File: src/design/lcd_timing_pkg.sv
package lcd_timing_pkg;

    // 8080 write strobe phases, in pclk cycles
    localparam int unsigned wr_low_default  = 2;
    localparam int unsigned wr_high_default = 2;

    // 480 x 800 panel
    localparam int unsigned fill_pixels_default = 384000;
    localparam int unsigned hold_cycles_default = 300000000; // roughly 5 s at 60 MHz
    localparam logic [15:0] bg_color_default    = 16'hffff;

    // register word addresses
    localparam logic [3:0] reg_status = 4'd0;
    localparam logic [3:0] reg_cmd    = 4'd1;
    localparam logic [3:0] reg_data   = 4'd2;
    localparam logic [3:0] reg_ctrl   = 4'd3;

    // status bits
    localparam int status_done_bit = 0;
    localparam int status_busy_bit = 1;

    localparam int ctrl_bl_bit = 0; // backlight enable

endpackage

File: src/design/lcd_cmd_pkg.sv
package lcd_cmd_pkg;

    typedef enum logic [1:0] {
        seq_cmd,   // goes out with rs low
        seq_param, // rs high
        seq_pause  // no bus cycle, value x 256 idle cycles
    } seq_kind_t;

    typedef struct packed {
        seq_kind_t   kind;
        logic [15:0] value;
    } seq_entry_t;

    localparam int init_len = 18;

    localparam seq_entry_t init_table [init_len] = '{
        '{seq_cmd,   16'h0001}, // software reset
        '{seq_pause, 16'd8},
        '{seq_cmd,   16'h0011}, // sleep out
        '{seq_pause, 16'd16},
        '{seq_cmd,   16'h003a}, // pixel format
        '{seq_param, 16'h0055}, // 16 bpp
        '{seq_cmd,   16'h0029}, // display on
        '{seq_cmd,   16'h002a}, // column window 0..479
        '{seq_param, 16'h0000},
        '{seq_param, 16'h0000},
        '{seq_param, 16'h0001},
        '{seq_param, 16'h00df},
        '{seq_cmd,   16'h002b}, // page window 0..799
        '{seq_param, 16'h0000},
        '{seq_param, 16'h0000},
        '{seq_param, 16'h0003},
        '{seq_param, 16'h001f},
        '{seq_cmd,   16'h002c}  // memory write, fill follows
    };

endpackage

File: src/design/lcd_init_seq.sv
`timescale 1ns/10ps

module lcd_init_seq #(
    parameter int unsigned fill_pixels = lcd_timing_pkg::fill_pixels_default,
    parameter int unsigned hold_cycles = lcd_timing_pkg::hold_cycles_default,
    parameter logic [15:0] bg_color    = lcd_timing_pkg::bg_color_default
) (
    input  logic        pclk,
    input  logic        rst_n,
    input  logic        accept,
    input  logic        done,
    output logic        req,
    output logic        rs,
    output logic [15:0] data,
    output logic        init_done,
    output logic        busy
);
    import lcd_cmd_pkg::*;

    localparam int idx_w = $clog2(init_len + 1);

    typedef enum logic [2:0] {
        st_entry, // pick the next table entry or fill pixel
        st_issue, // request held until accept
        st_wait,  // cycle in flight
        st_pause,
        st_hold,
        st_done
    } state_t;

    state_t           state;
    logic [idx_w-1:0] idx;
    logic [23:0]      pause_cnt;
    logic [31:0]      fill_cnt;
    logic [31:0]      hold_cnt;

    assign busy = (state != st_done);

    always_ff @(posedge pclk) begin
        if (!rst_n) begin
            state     <= st_entry;
            idx       <= '0;
            pause_cnt <= '0;
            fill_cnt  <= '0;
            hold_cnt  <= '0;
            req       <= 1'b0;
            rs        <= 1'b0;
            data      <= '0;
            init_done <= 1'b0;
        end else begin
            case (state)
                st_entry: begin
                    if (idx < init_len) begin
                        if (init_table[idx].kind == seq_pause) begin
                            pause_cnt <= {init_table[idx].value, 8'h00};
                            state     <= st_pause;
                        end else begin
                            req   <= 1'b1;
                            rs    <= (init_table[idx].kind == seq_param);
                            data  <= init_table[idx].value;
                            state <= st_issue;
                        end
                    end else if (fill_cnt < fill_pixels) begin
                        // background pixels go out as data
                        req   <= 1'b1;
                        rs    <= 1'b1;
                        data  <= bg_color;
                        state <= st_issue;
                    end else begin
                        hold_cnt <= '0;
                        state    <= st_hold;
                    end
                end

                st_issue: begin
                    if (accept) begin
                        req   <= 1'b0;
                        state <= st_wait;
                    end
                end

                st_wait: begin
                    if (done) begin
                        if (idx < init_len)
                            idx <= idx + 1'b1;
                        else
                            fill_cnt <= fill_cnt + 1'b1;
                        state <= st_entry;
                    end
                end

                st_pause: begin
                    if (pause_cnt <= 24'd1) begin
                        idx   <= idx + 1'b1;
                        state <= st_entry;
                    end else begin
                        pause_cnt <= pause_cnt - 1'b1;
                    end
                end

                st_hold: begin
                    // let the panel settle before the host takes over
                    if (hold_cnt >= hold_cycles) begin
                        init_done <= 1'b1;
                        state     <= st_done;
                    end else begin
                        hold_cnt <= hold_cnt + 1'b1;
                    end
                end

                st_done: begin
                    req <= 1'b0; // sequencer stays silent until reset
                end

                default: begin
                    state <= st_entry;
                end
            endcase
        end
    end

    // once done, the bus belongs to the host only
    a_no_req_after_done: assert property (
        @(posedge pclk) disable iff (!rst_n)
        init_done |-> !req
    );

endmodule

File: src/design/lcd_bus_writer.sv
`timescale 1ns/10ps

module lcd_bus_writer #(
    parameter int unsigned wr_low  = lcd_timing_pkg::wr_low_default,
    parameter int unsigned wr_high = lcd_timing_pkg::wr_high_default
) (
    input  logic        pclk,
    input  logic        rst_n,
    input  logic        seq_req,
    input  logic        seq_rs,
    input  logic [15:0] seq_data,
    input  logic        host_req,
    input  logic        host_rs,
    input  logic [15:0] host_data,
    output logic        seq_accept,
    output logic        host_accept,
    output logic        done,
    output logic        cs_n,
    output logic        wr_n,
    output logic        rs,
    output logic [15:0] data
);

    localparam int unsigned cnt_max = (wr_low > wr_high) ? wr_low : wr_high;
    localparam int cnt_w = $clog2(cnt_max + 1);

    typedef enum logic [1:0] {ph_idle, ph_low, ph_high} phase_t;

    phase_t           phase;
    logic [cnt_w-1:0] cnt;
    logic             take_seq;
    logic             take_host;

    // sequencer has priority, host fills the gaps
    assign take_seq  = (phase == ph_idle) && seq_req;
    assign take_host = (phase == ph_idle) && host_req && !seq_req;

    always_ff @(posedge pclk) begin
        if (!rst_n) begin
            phase       <= ph_idle;
            cnt         <= '0;
            cs_n        <= 1'b1;
            wr_n        <= 1'b1;
            seq_accept  <= 1'b0;
            host_accept <= 1'b0;
            done        <= 1'b0;
        end else begin
            seq_accept  <= take_seq;
            host_accept <= take_host;
            done        <= 1'b0;
            case (phase)
                ph_idle: begin
                    if (take_seq || take_host) begin
                        cs_n  <= 1'b0;
                        wr_n  <= 1'b0;
                        cnt   <= cnt_w'(wr_low - 1);
                        phase <= ph_low;
                    end
                end
                ph_low: begin
                    if (cnt == '0) begin
                        wr_n  <= 1'b1; // panel samples here
                        cnt   <= cnt_w'(wr_high - 1);
                        phase <= ph_high;
                    end else begin
                        cnt <= cnt - 1'b1;
                    end
                end
                ph_high: begin
                    if (cnt == '0) begin
                        cs_n  <= 1'b1;
                        done  <= 1'b1;
                        phase <= ph_idle;
                    end else begin
                        cnt <= cnt - 1'b1;
                    end
                end
                default: phase <= ph_idle;
            endcase
        end
    end

    // winner's rs and data held for the whole cycle
    always_ff @(posedge pclk) begin
        if (take_seq) begin
            rs   <= seq_rs;
            data <= seq_data;
        end else if (take_host) begin
            rs   <= host_rs;
            data <= host_data;
        end
    end

    a_wr_inside_cs: assert property (
        @(posedge pclk) disable iff (!rst_n)
        !wr_n |-> !cs_n
    );

    a_one_accept: assert property (
        @(posedge pclk) disable iff (!rst_n)
        !(seq_accept && host_accept)
    );

endmodule

File: src/design/lcd_wb_regs.sv
`timescale 1ns/10ps

module lcd_wb_regs (
    input  logic        pclk,
    input  logic        rst_n,
    input  logic        wb_cyc,
    input  logic        wb_stb,
    input  logic        wb_we,
    input  logic [3:0]  wb_adr,
    input  logic [15:0] wb_dat_w,
    input  logic        init_done,
    input  logic        seq_busy,
    input  logic        host_accept,
    input  logic        done,
    output logic        wb_ack,
    output logic [15:0] wb_dat_r,
    output logic        host_req,
    output logic        host_rs,
    output logic [15:0] host_data,
    output logic        backlight
);
    import lcd_timing_pkg::*;

    logic        ack_q;
    logic        host_inflight;
    logic        is_host_wr;
    logic        simple_acc;
    logic        start_host;
    logic        busy;
    logic [15:0] rd_val;

    assign is_host_wr = wb_we && ((wb_adr == reg_cmd) || (wb_adr == reg_data));
    assign simple_acc = wb_cyc && wb_stb && !is_host_wr && !ack_q;
    assign start_host = wb_cyc && wb_stb && is_host_wr && !host_req;

    assign busy = host_req || host_inflight || seq_busy;

    // panel writes stall the bus until the writer takes them
    assign wb_ack = ack_q || host_accept;

    always_comb begin
        rd_val = '0;
        if (wb_adr == reg_status) begin
            rd_val[status_done_bit] = init_done;
            rd_val[status_busy_bit] = busy;
        end else if (wb_adr == reg_ctrl) begin
            rd_val[ctrl_bl_bit] = backlight;
        end
    end

    always_ff @(posedge pclk) begin
        if (!rst_n) begin
            ack_q         <= 1'b0;
            host_req      <= 1'b0;
            host_inflight <= 1'b0;
            backlight     <= 1'b0;
        end else begin
            ack_q <= simple_acc;
            if (simple_acc && wb_we && (wb_adr == reg_ctrl))
                backlight <= wb_dat_w[ctrl_bl_bit];
            if (start_host)
                host_req <= 1'b1;
            else if (host_accept)
                host_req <= 1'b0;
            if (host_accept)
                host_inflight <= 1'b1;
            else if (done)
                host_inflight <= 1'b0; // one cycle in flight at a time
        end
    end

    always_ff @(posedge pclk) begin
        if (simple_acc)
            wb_dat_r <= rd_val;
        if (start_host) begin
            host_rs   <= (wb_adr == reg_data);
            host_data <= wb_dat_w;
        end
    end

    a_ack_in_cycle: assert property (
        @(posedge pclk) disable iff (!rst_n)
        wb_ack |-> (wb_cyc && wb_stb)
    );

endmodule

File: src/design/lcd_ctrl_top.sv
`timescale 1ns/10ps

module lcd_ctrl_top #(
    parameter int unsigned wr_low      = lcd_timing_pkg::wr_low_default,
    parameter int unsigned wr_high     = lcd_timing_pkg::wr_high_default,
    parameter int unsigned fill_pixels = lcd_timing_pkg::fill_pixels_default,
    parameter int unsigned hold_cycles = lcd_timing_pkg::hold_cycles_default,
    parameter logic [15:0] bg_color    = lcd_timing_pkg::bg_color_default
) (
    input  logic        pclk,
    input  logic        rst_n,
    input  logic        wb_cyc,
    input  logic        wb_stb,
    input  logic        wb_we,
    input  logic [3:0]  wb_adr,
    input  logic [15:0] wb_dat_w,
    output logic        wb_ack,
    output logic [15:0] wb_dat_r,
    output logic        lcd_cs_n,
    output logic        lcd_wr_n,
    output logic        lcd_rs,
    output logic [15:0] lcd_data,
    output logic        lcd_bl
);

    logic        seq_req;
    logic        seq_rs;
    logic [15:0] seq_data;
    logic        seq_accept;
    logic        seq_busy;
    logic        init_done;
    logic        host_req;
    logic        host_rs;
    logic [15:0] host_data;
    logic        host_accept;
    logic        wr_done; // shared end-of-cycle pulse

    lcd_init_seq #(
        .fill_pixels (fill_pixels),
        .hold_cycles (hold_cycles),
        .bg_color    (bg_color)
    ) u_seq (
        .pclk      (pclk),
        .rst_n     (rst_n),
        .accept    (seq_accept),
        .done      (wr_done),
        .req       (seq_req),
        .rs        (seq_rs),
        .data      (seq_data),
        .init_done (init_done),
        .busy      (seq_busy)
    );

    lcd_bus_writer #(
        .wr_low  (wr_low),
        .wr_high (wr_high)
    ) u_writer (
        .pclk        (pclk),
        .rst_n       (rst_n),
        .seq_req     (seq_req),
        .seq_rs      (seq_rs),
        .seq_data    (seq_data),
        .host_req    (host_req),
        .host_rs     (host_rs),
        .host_data   (host_data),
        .seq_accept  (seq_accept),
        .host_accept (host_accept),
        .done        (wr_done),
        .cs_n        (lcd_cs_n),
        .wr_n        (lcd_wr_n),
        .rs          (lcd_rs),
        .data        (lcd_data)
    );

    lcd_wb_regs u_regs (
        .pclk        (pclk),
        .rst_n       (rst_n),
        .wb_cyc      (wb_cyc),
        .wb_stb      (wb_stb),
        .wb_we       (wb_we),
        .wb_adr      (wb_adr),
        .wb_dat_w    (wb_dat_w),
        .init_done   (init_done),
        .seq_busy    (seq_busy),
        .host_accept (host_accept),
        .done        (wr_done),
        .wb_ack      (wb_ack),
        .wb_dat_r    (wb_dat_r),
        .host_req    (host_req),
        .host_rs     (host_rs),
        .host_data   (host_data),
        .backlight   (lcd_bl)
    );

endmodule

File: config.mk
export PLATFORM = sky130hd
export DESIGN_NAME = lcd_ctrl_top
export DESIGN_NICKNAME = d
export VERILOG_FILES = /design/src/design/lcd_timing_pkg.sv /design/src/design/lcd_cmd_pkg.sv /design/src/design/lcd_init_seq.sv /design/src/design/lcd_bus_writer.sv /design/src/design/lcd_wb_regs.sv /design/src/design/lcd_ctrl_top.sv
export SDC_FILE = /design/constraint.sdc
export NUM_CORES = 1
export LEC_CHECK = 0
export ABC_CLOCK_PERIOD_IN_PS = 2800
export BUFFER_PORTS_ARGS = -buffer_cell sky130_fd_sc_hd__buf_2
export CAP_MARGIN = 20
export CORE_MARGIN = 4
export CORE_UTILIZATION = 57
export CTS_BUF_LIST = sky130_fd_sc_hd__clkbuf_4
export DETAILED_ROUTE_END_ITERATION = 8
export PLACE_DENSITY = 0.85
export SYNTH_ARGS = -nofsm -noshare
export SYNTH_HDL_FRONTEND = slang
export SYNTH_SLANG_ARGS = --single-unit
File: constraint.sdc
create_clock -name pclk -period 2.8 [get_ports pclk]
set_input_delay 0.56 -clock pclk [delete_from_list [all_inputs] [get_ports pclk]]
set_output_delay 0.56 -clock pclk [all_outputs]
set_load 0.02 [all_outputs]
==> flow_summary.toml <==
[clocking]
cts.clk_slew.worst_paths_ns = 0.15
htreeDepth = 4
cts_buffers = 17
clock_sinks = 157
cts_setup_buffers = 0
cts-root-buf = "clkbuf_4"
clk_latency_ns = 0.58
cts_buffer_depth = 2
ctsResizeCount = 0
cts.hold.buffers_added = 0
tritoncts = "yes"

[power]
p_leak_nw = 3.128
power_density_nw_per_um2 = 954.2
vdd_ir_drop_max_mv = 0.9083

[floorplan]
core_um2 = 12670
dieArea_um2 = 14900
ioPinCount = 62
start_util_pct = 58.55
chipHeight_um = 122.1
die_w_um = 122.1
rows = 41

[drt]
antenna_left = 0
drt_iter0_drc = 626
vias = 6118
firstDrtPassIters = 5
wl_mm = 15.60
drc = 0
detail_route.vias_per_cell = 5.843
drt-wirelength-per-cell_um = 14.89

[worst_setup_path]
worstSetupPathType = "reg2reg"
cp_cell_sequence = "or3_1 > a2111o_1 > a311o_2 > a211oi_4 > or4b_1 > a21oi_1"
reg2reg_to = "u_seq.hold_cnt[26]"
endpoint = "u_seq.hold_cnt[26]"
r2r-start = "u_seq.hold_cnt[25]"
path_max_fanout = 7
reg2reg_slack_ns = 0.13
worst_setup_path_end_kind = "flop"
cpMaxStageDelayCell = "or4b_1"
cp.arrival_ns = 3.19
worst-path-buf-inv = 0
crit_path_start_kind = "flop"
cp.depth = 6
crit_path_start = "u_seq.hold_cnt[25]"
crit_required_ns = 3.32
rr_worst_depth = 6
crit_family = "compound AO/OA/AOI/OAI gates"
max_stage_delay_ns = 0.47

[final_layout]
nFillCells = 1016
post_layout_nonfiller_instances = 1047
antenna_cells = 0
final_nets = 906
drive_above_1_share_pct = 13.60
area_growth_pct = 10.10

[synthesis]
yosysUniqueCellTypes = 66
synth_largest_area_cell = "dfxtp_1"
synth_area_leaders = "dfxtp_1 (33%), edfxtp_1 (15%), nor2_1 (4.6%)"
synth_ff_type = "dfxtp_1"
syn_inst = 809
synth_top_area_share_pct = 32.65
synth_edf_count = 36
seq_area_frac_synth_pct = 47.23
async_flop_share_pct = 0
ys_warn_count = 0
synth.avg_cell_area_um2 = 9.170
ys_ff_latch = 157
synth_area_um2 = 7418

[timing]
max_slew_margin_pct = 50.85
setup_viol = 0
clock.fmax_mhz = 374.5
finalCritPeriodShare_pct = 95.36
skew_ns = 0.02404
period_needed_ns = 2.670
tns_ns = 0
setup_ws_ns = 0.1298
worstMarginPinSlew_ns = 0.7354
slew_violations = 0
final-hold-violation-count = 0

[global_routing]
grt_use_total_pct = 21.24
gr-total-overflow = 0
grt_pass1_wl_mm = 25.62
antenna_found_initial = 0
grt_pass1_vias = 5554
grt_start_max_net_pins = 37

[placement]
pre_cts_slack_ns = 0.1774
place_congestion = 0.8426
portBuffers = 47
dp.cells = 1014
hpwl_mm = 10.92

[worst_hold_path]
min-delay-path-class = "in2reg"

[outcome]
status = "finished, final reports clean"

[run]
cap_viol_max_count = 0
==> where the power goes <==
part | switching, mW | internal [mW] | total [mW]
Clock | 0.887 | 0.667 | 1.55
Combinational | 2.00 | 1.21 | 3.21
Sequential | 0.286 | 2.74 | 3.03
Total | 3.17 | 4.62 | 7.79
==> metrics by stage <==
stage          utilization, %  area, µm²  power [mW]  hold WS, ns
2_1_floorplan               -       7467       5.351       0.4319
3_3_place_gp            61.81       7831       6.161       0.4478
3_5_place_dp            61.81       7831       6.233       0.4603
4_1_cts                 64.40       8160       7.784       0.1151
5_1_grt                 64.46       8168       8.332      0.08761
6_report                64.46       8168       7.794       0.1398
==> state kept, by name, indices dropped and copies added (netlist names), 2 cells and up <==
register / count
u_seq.state: 3
u_seq.idx: 5
u_regs.wb_dat_r: 2
u_regs.host_data: 16
u_seq.pause_cnt: 24
u_writer.data: 16
u_seq.data: 9
u_seq.fill_cnt: 32
u_writer.cnt: 2
u_seq.hold_cnt: 32
u_writer.phase: 2
==> cells in the mapped netlist (16+ instances only) <==
| library cell | number |
|---|---|
| dfxtp_1 | 121 |
| xnor2_1 | 22 |
| nor4_1 | 16 |
| nor2_1 | 90 |
| nand4_1 | 19 |
| a21oi_1 | 48 |
| or3_1 | 23 |
| nand2_1 | 59 |
| xor2_1 | 28 |
| edfxtp_1 | 36 |
| o21ai_0 | 34 |
| and3_1 | 18 |
| nand3_1 | 47 |
| inv_1 | 25 |
| nor3_1 | 22 |
| clkbuf_1 | 23 |
| ha_1 | 19 |
==> worst min path at each step <==
stage | startpoint | end | slack [ns] | cells past startpoint
floorplan | u_seq.init_done | u_seq.init_done | 0.43 | 2
global placement | u_seq.init_done | u_seq.init_done | 0.45 | 2
detailed placement | u_seq.init_done | u_seq.init_done | 0.46 | 2
CTS | wb_dat_w[4] | u_regs.host_data[4] | 0.12 | 1
global route | wb_dat_w[7] | u_regs.host_data[7] | 0.09 | 1
finish | wb_dat_w[10] | u_regs.host_data[10] | 0.14 | 1
==> cells by family (layout without fill, tap and decap cells) <==
family	count (synthesis)	count (layout)	share of synthesized area [%]
AND/OR/NAND/NOR	355	355	24.88
flip-flops	157	157	47.23
AO/OA/AOI/OAI	145	145	12.70
buffers and inverters	70	123	4.267
XOR/XNOR	50	50	5.903
adder cells (fa/ha/maj)	19	19	3.205
multiplexers	12	12	1.771
other	1	14	0.05055
==> per-layer routing <==
metal	part of all wire (%)	vias up	track usage, %	wire (µm)
met2	47	192	33.60	7316
met3	6.3	18	4.921	978
met1	46	2900	28.88	7112
li1	-	3008	-	-
met4	1.2	0	6.998	186
met5	0	-	0	0
==> worst register-to-register path, delay by kind of cell, from the launching register on <==
kind | cells | cell delay (ns)
AND/OR/NAND/NOR | 2 | 0.88
flip-flops | 1 | 0.37
AO/OA/AOI/OAI | 4 | 1.38
==> area by class of cell <==
type / instances / area [µm²] / area share (%)
Timing Repair Buffer: 65 / 370.4 / 4.534
Tap cell: 172 / 215.2 / 2.635
Sequential cell: 157 / 3503 / 42.89
Inverter: 26 / 97.59 / 1.195
Clock buffer: 18 / 135.1 / 1.654
Clock inverter: 14 / 193.9 / 2.374
Multi-Input combinational cell: 595 / 3652 / 44.72
==> layout by cell type (no fill, tap or decap), drive strengths merged, types with 5 or more instances in the layout <==
cell type  Yosys  final
mux2           9      9
ha            19     19
clkbuf        23     18
xor2          28     28
nor4          17     17
nor2          90     90
nor3          22     22
or3           23     23
a31oi          6      6
nand2b         7      7
and2          14     14
inv           25     34
a21o          10     10
a211oi         5      5
nand3         47     47
o211ai         7      7
nand2         59     59
and3          19     19
or4           10     10
a21oi         48     48
edfxtp        36     36
xnor2         22     22
conb           1     14
o21ai         35     35
nand4         19     19
dfxtp        121    121
buf           21     65
Note: power is estimated with default switching activity, not from simulation.
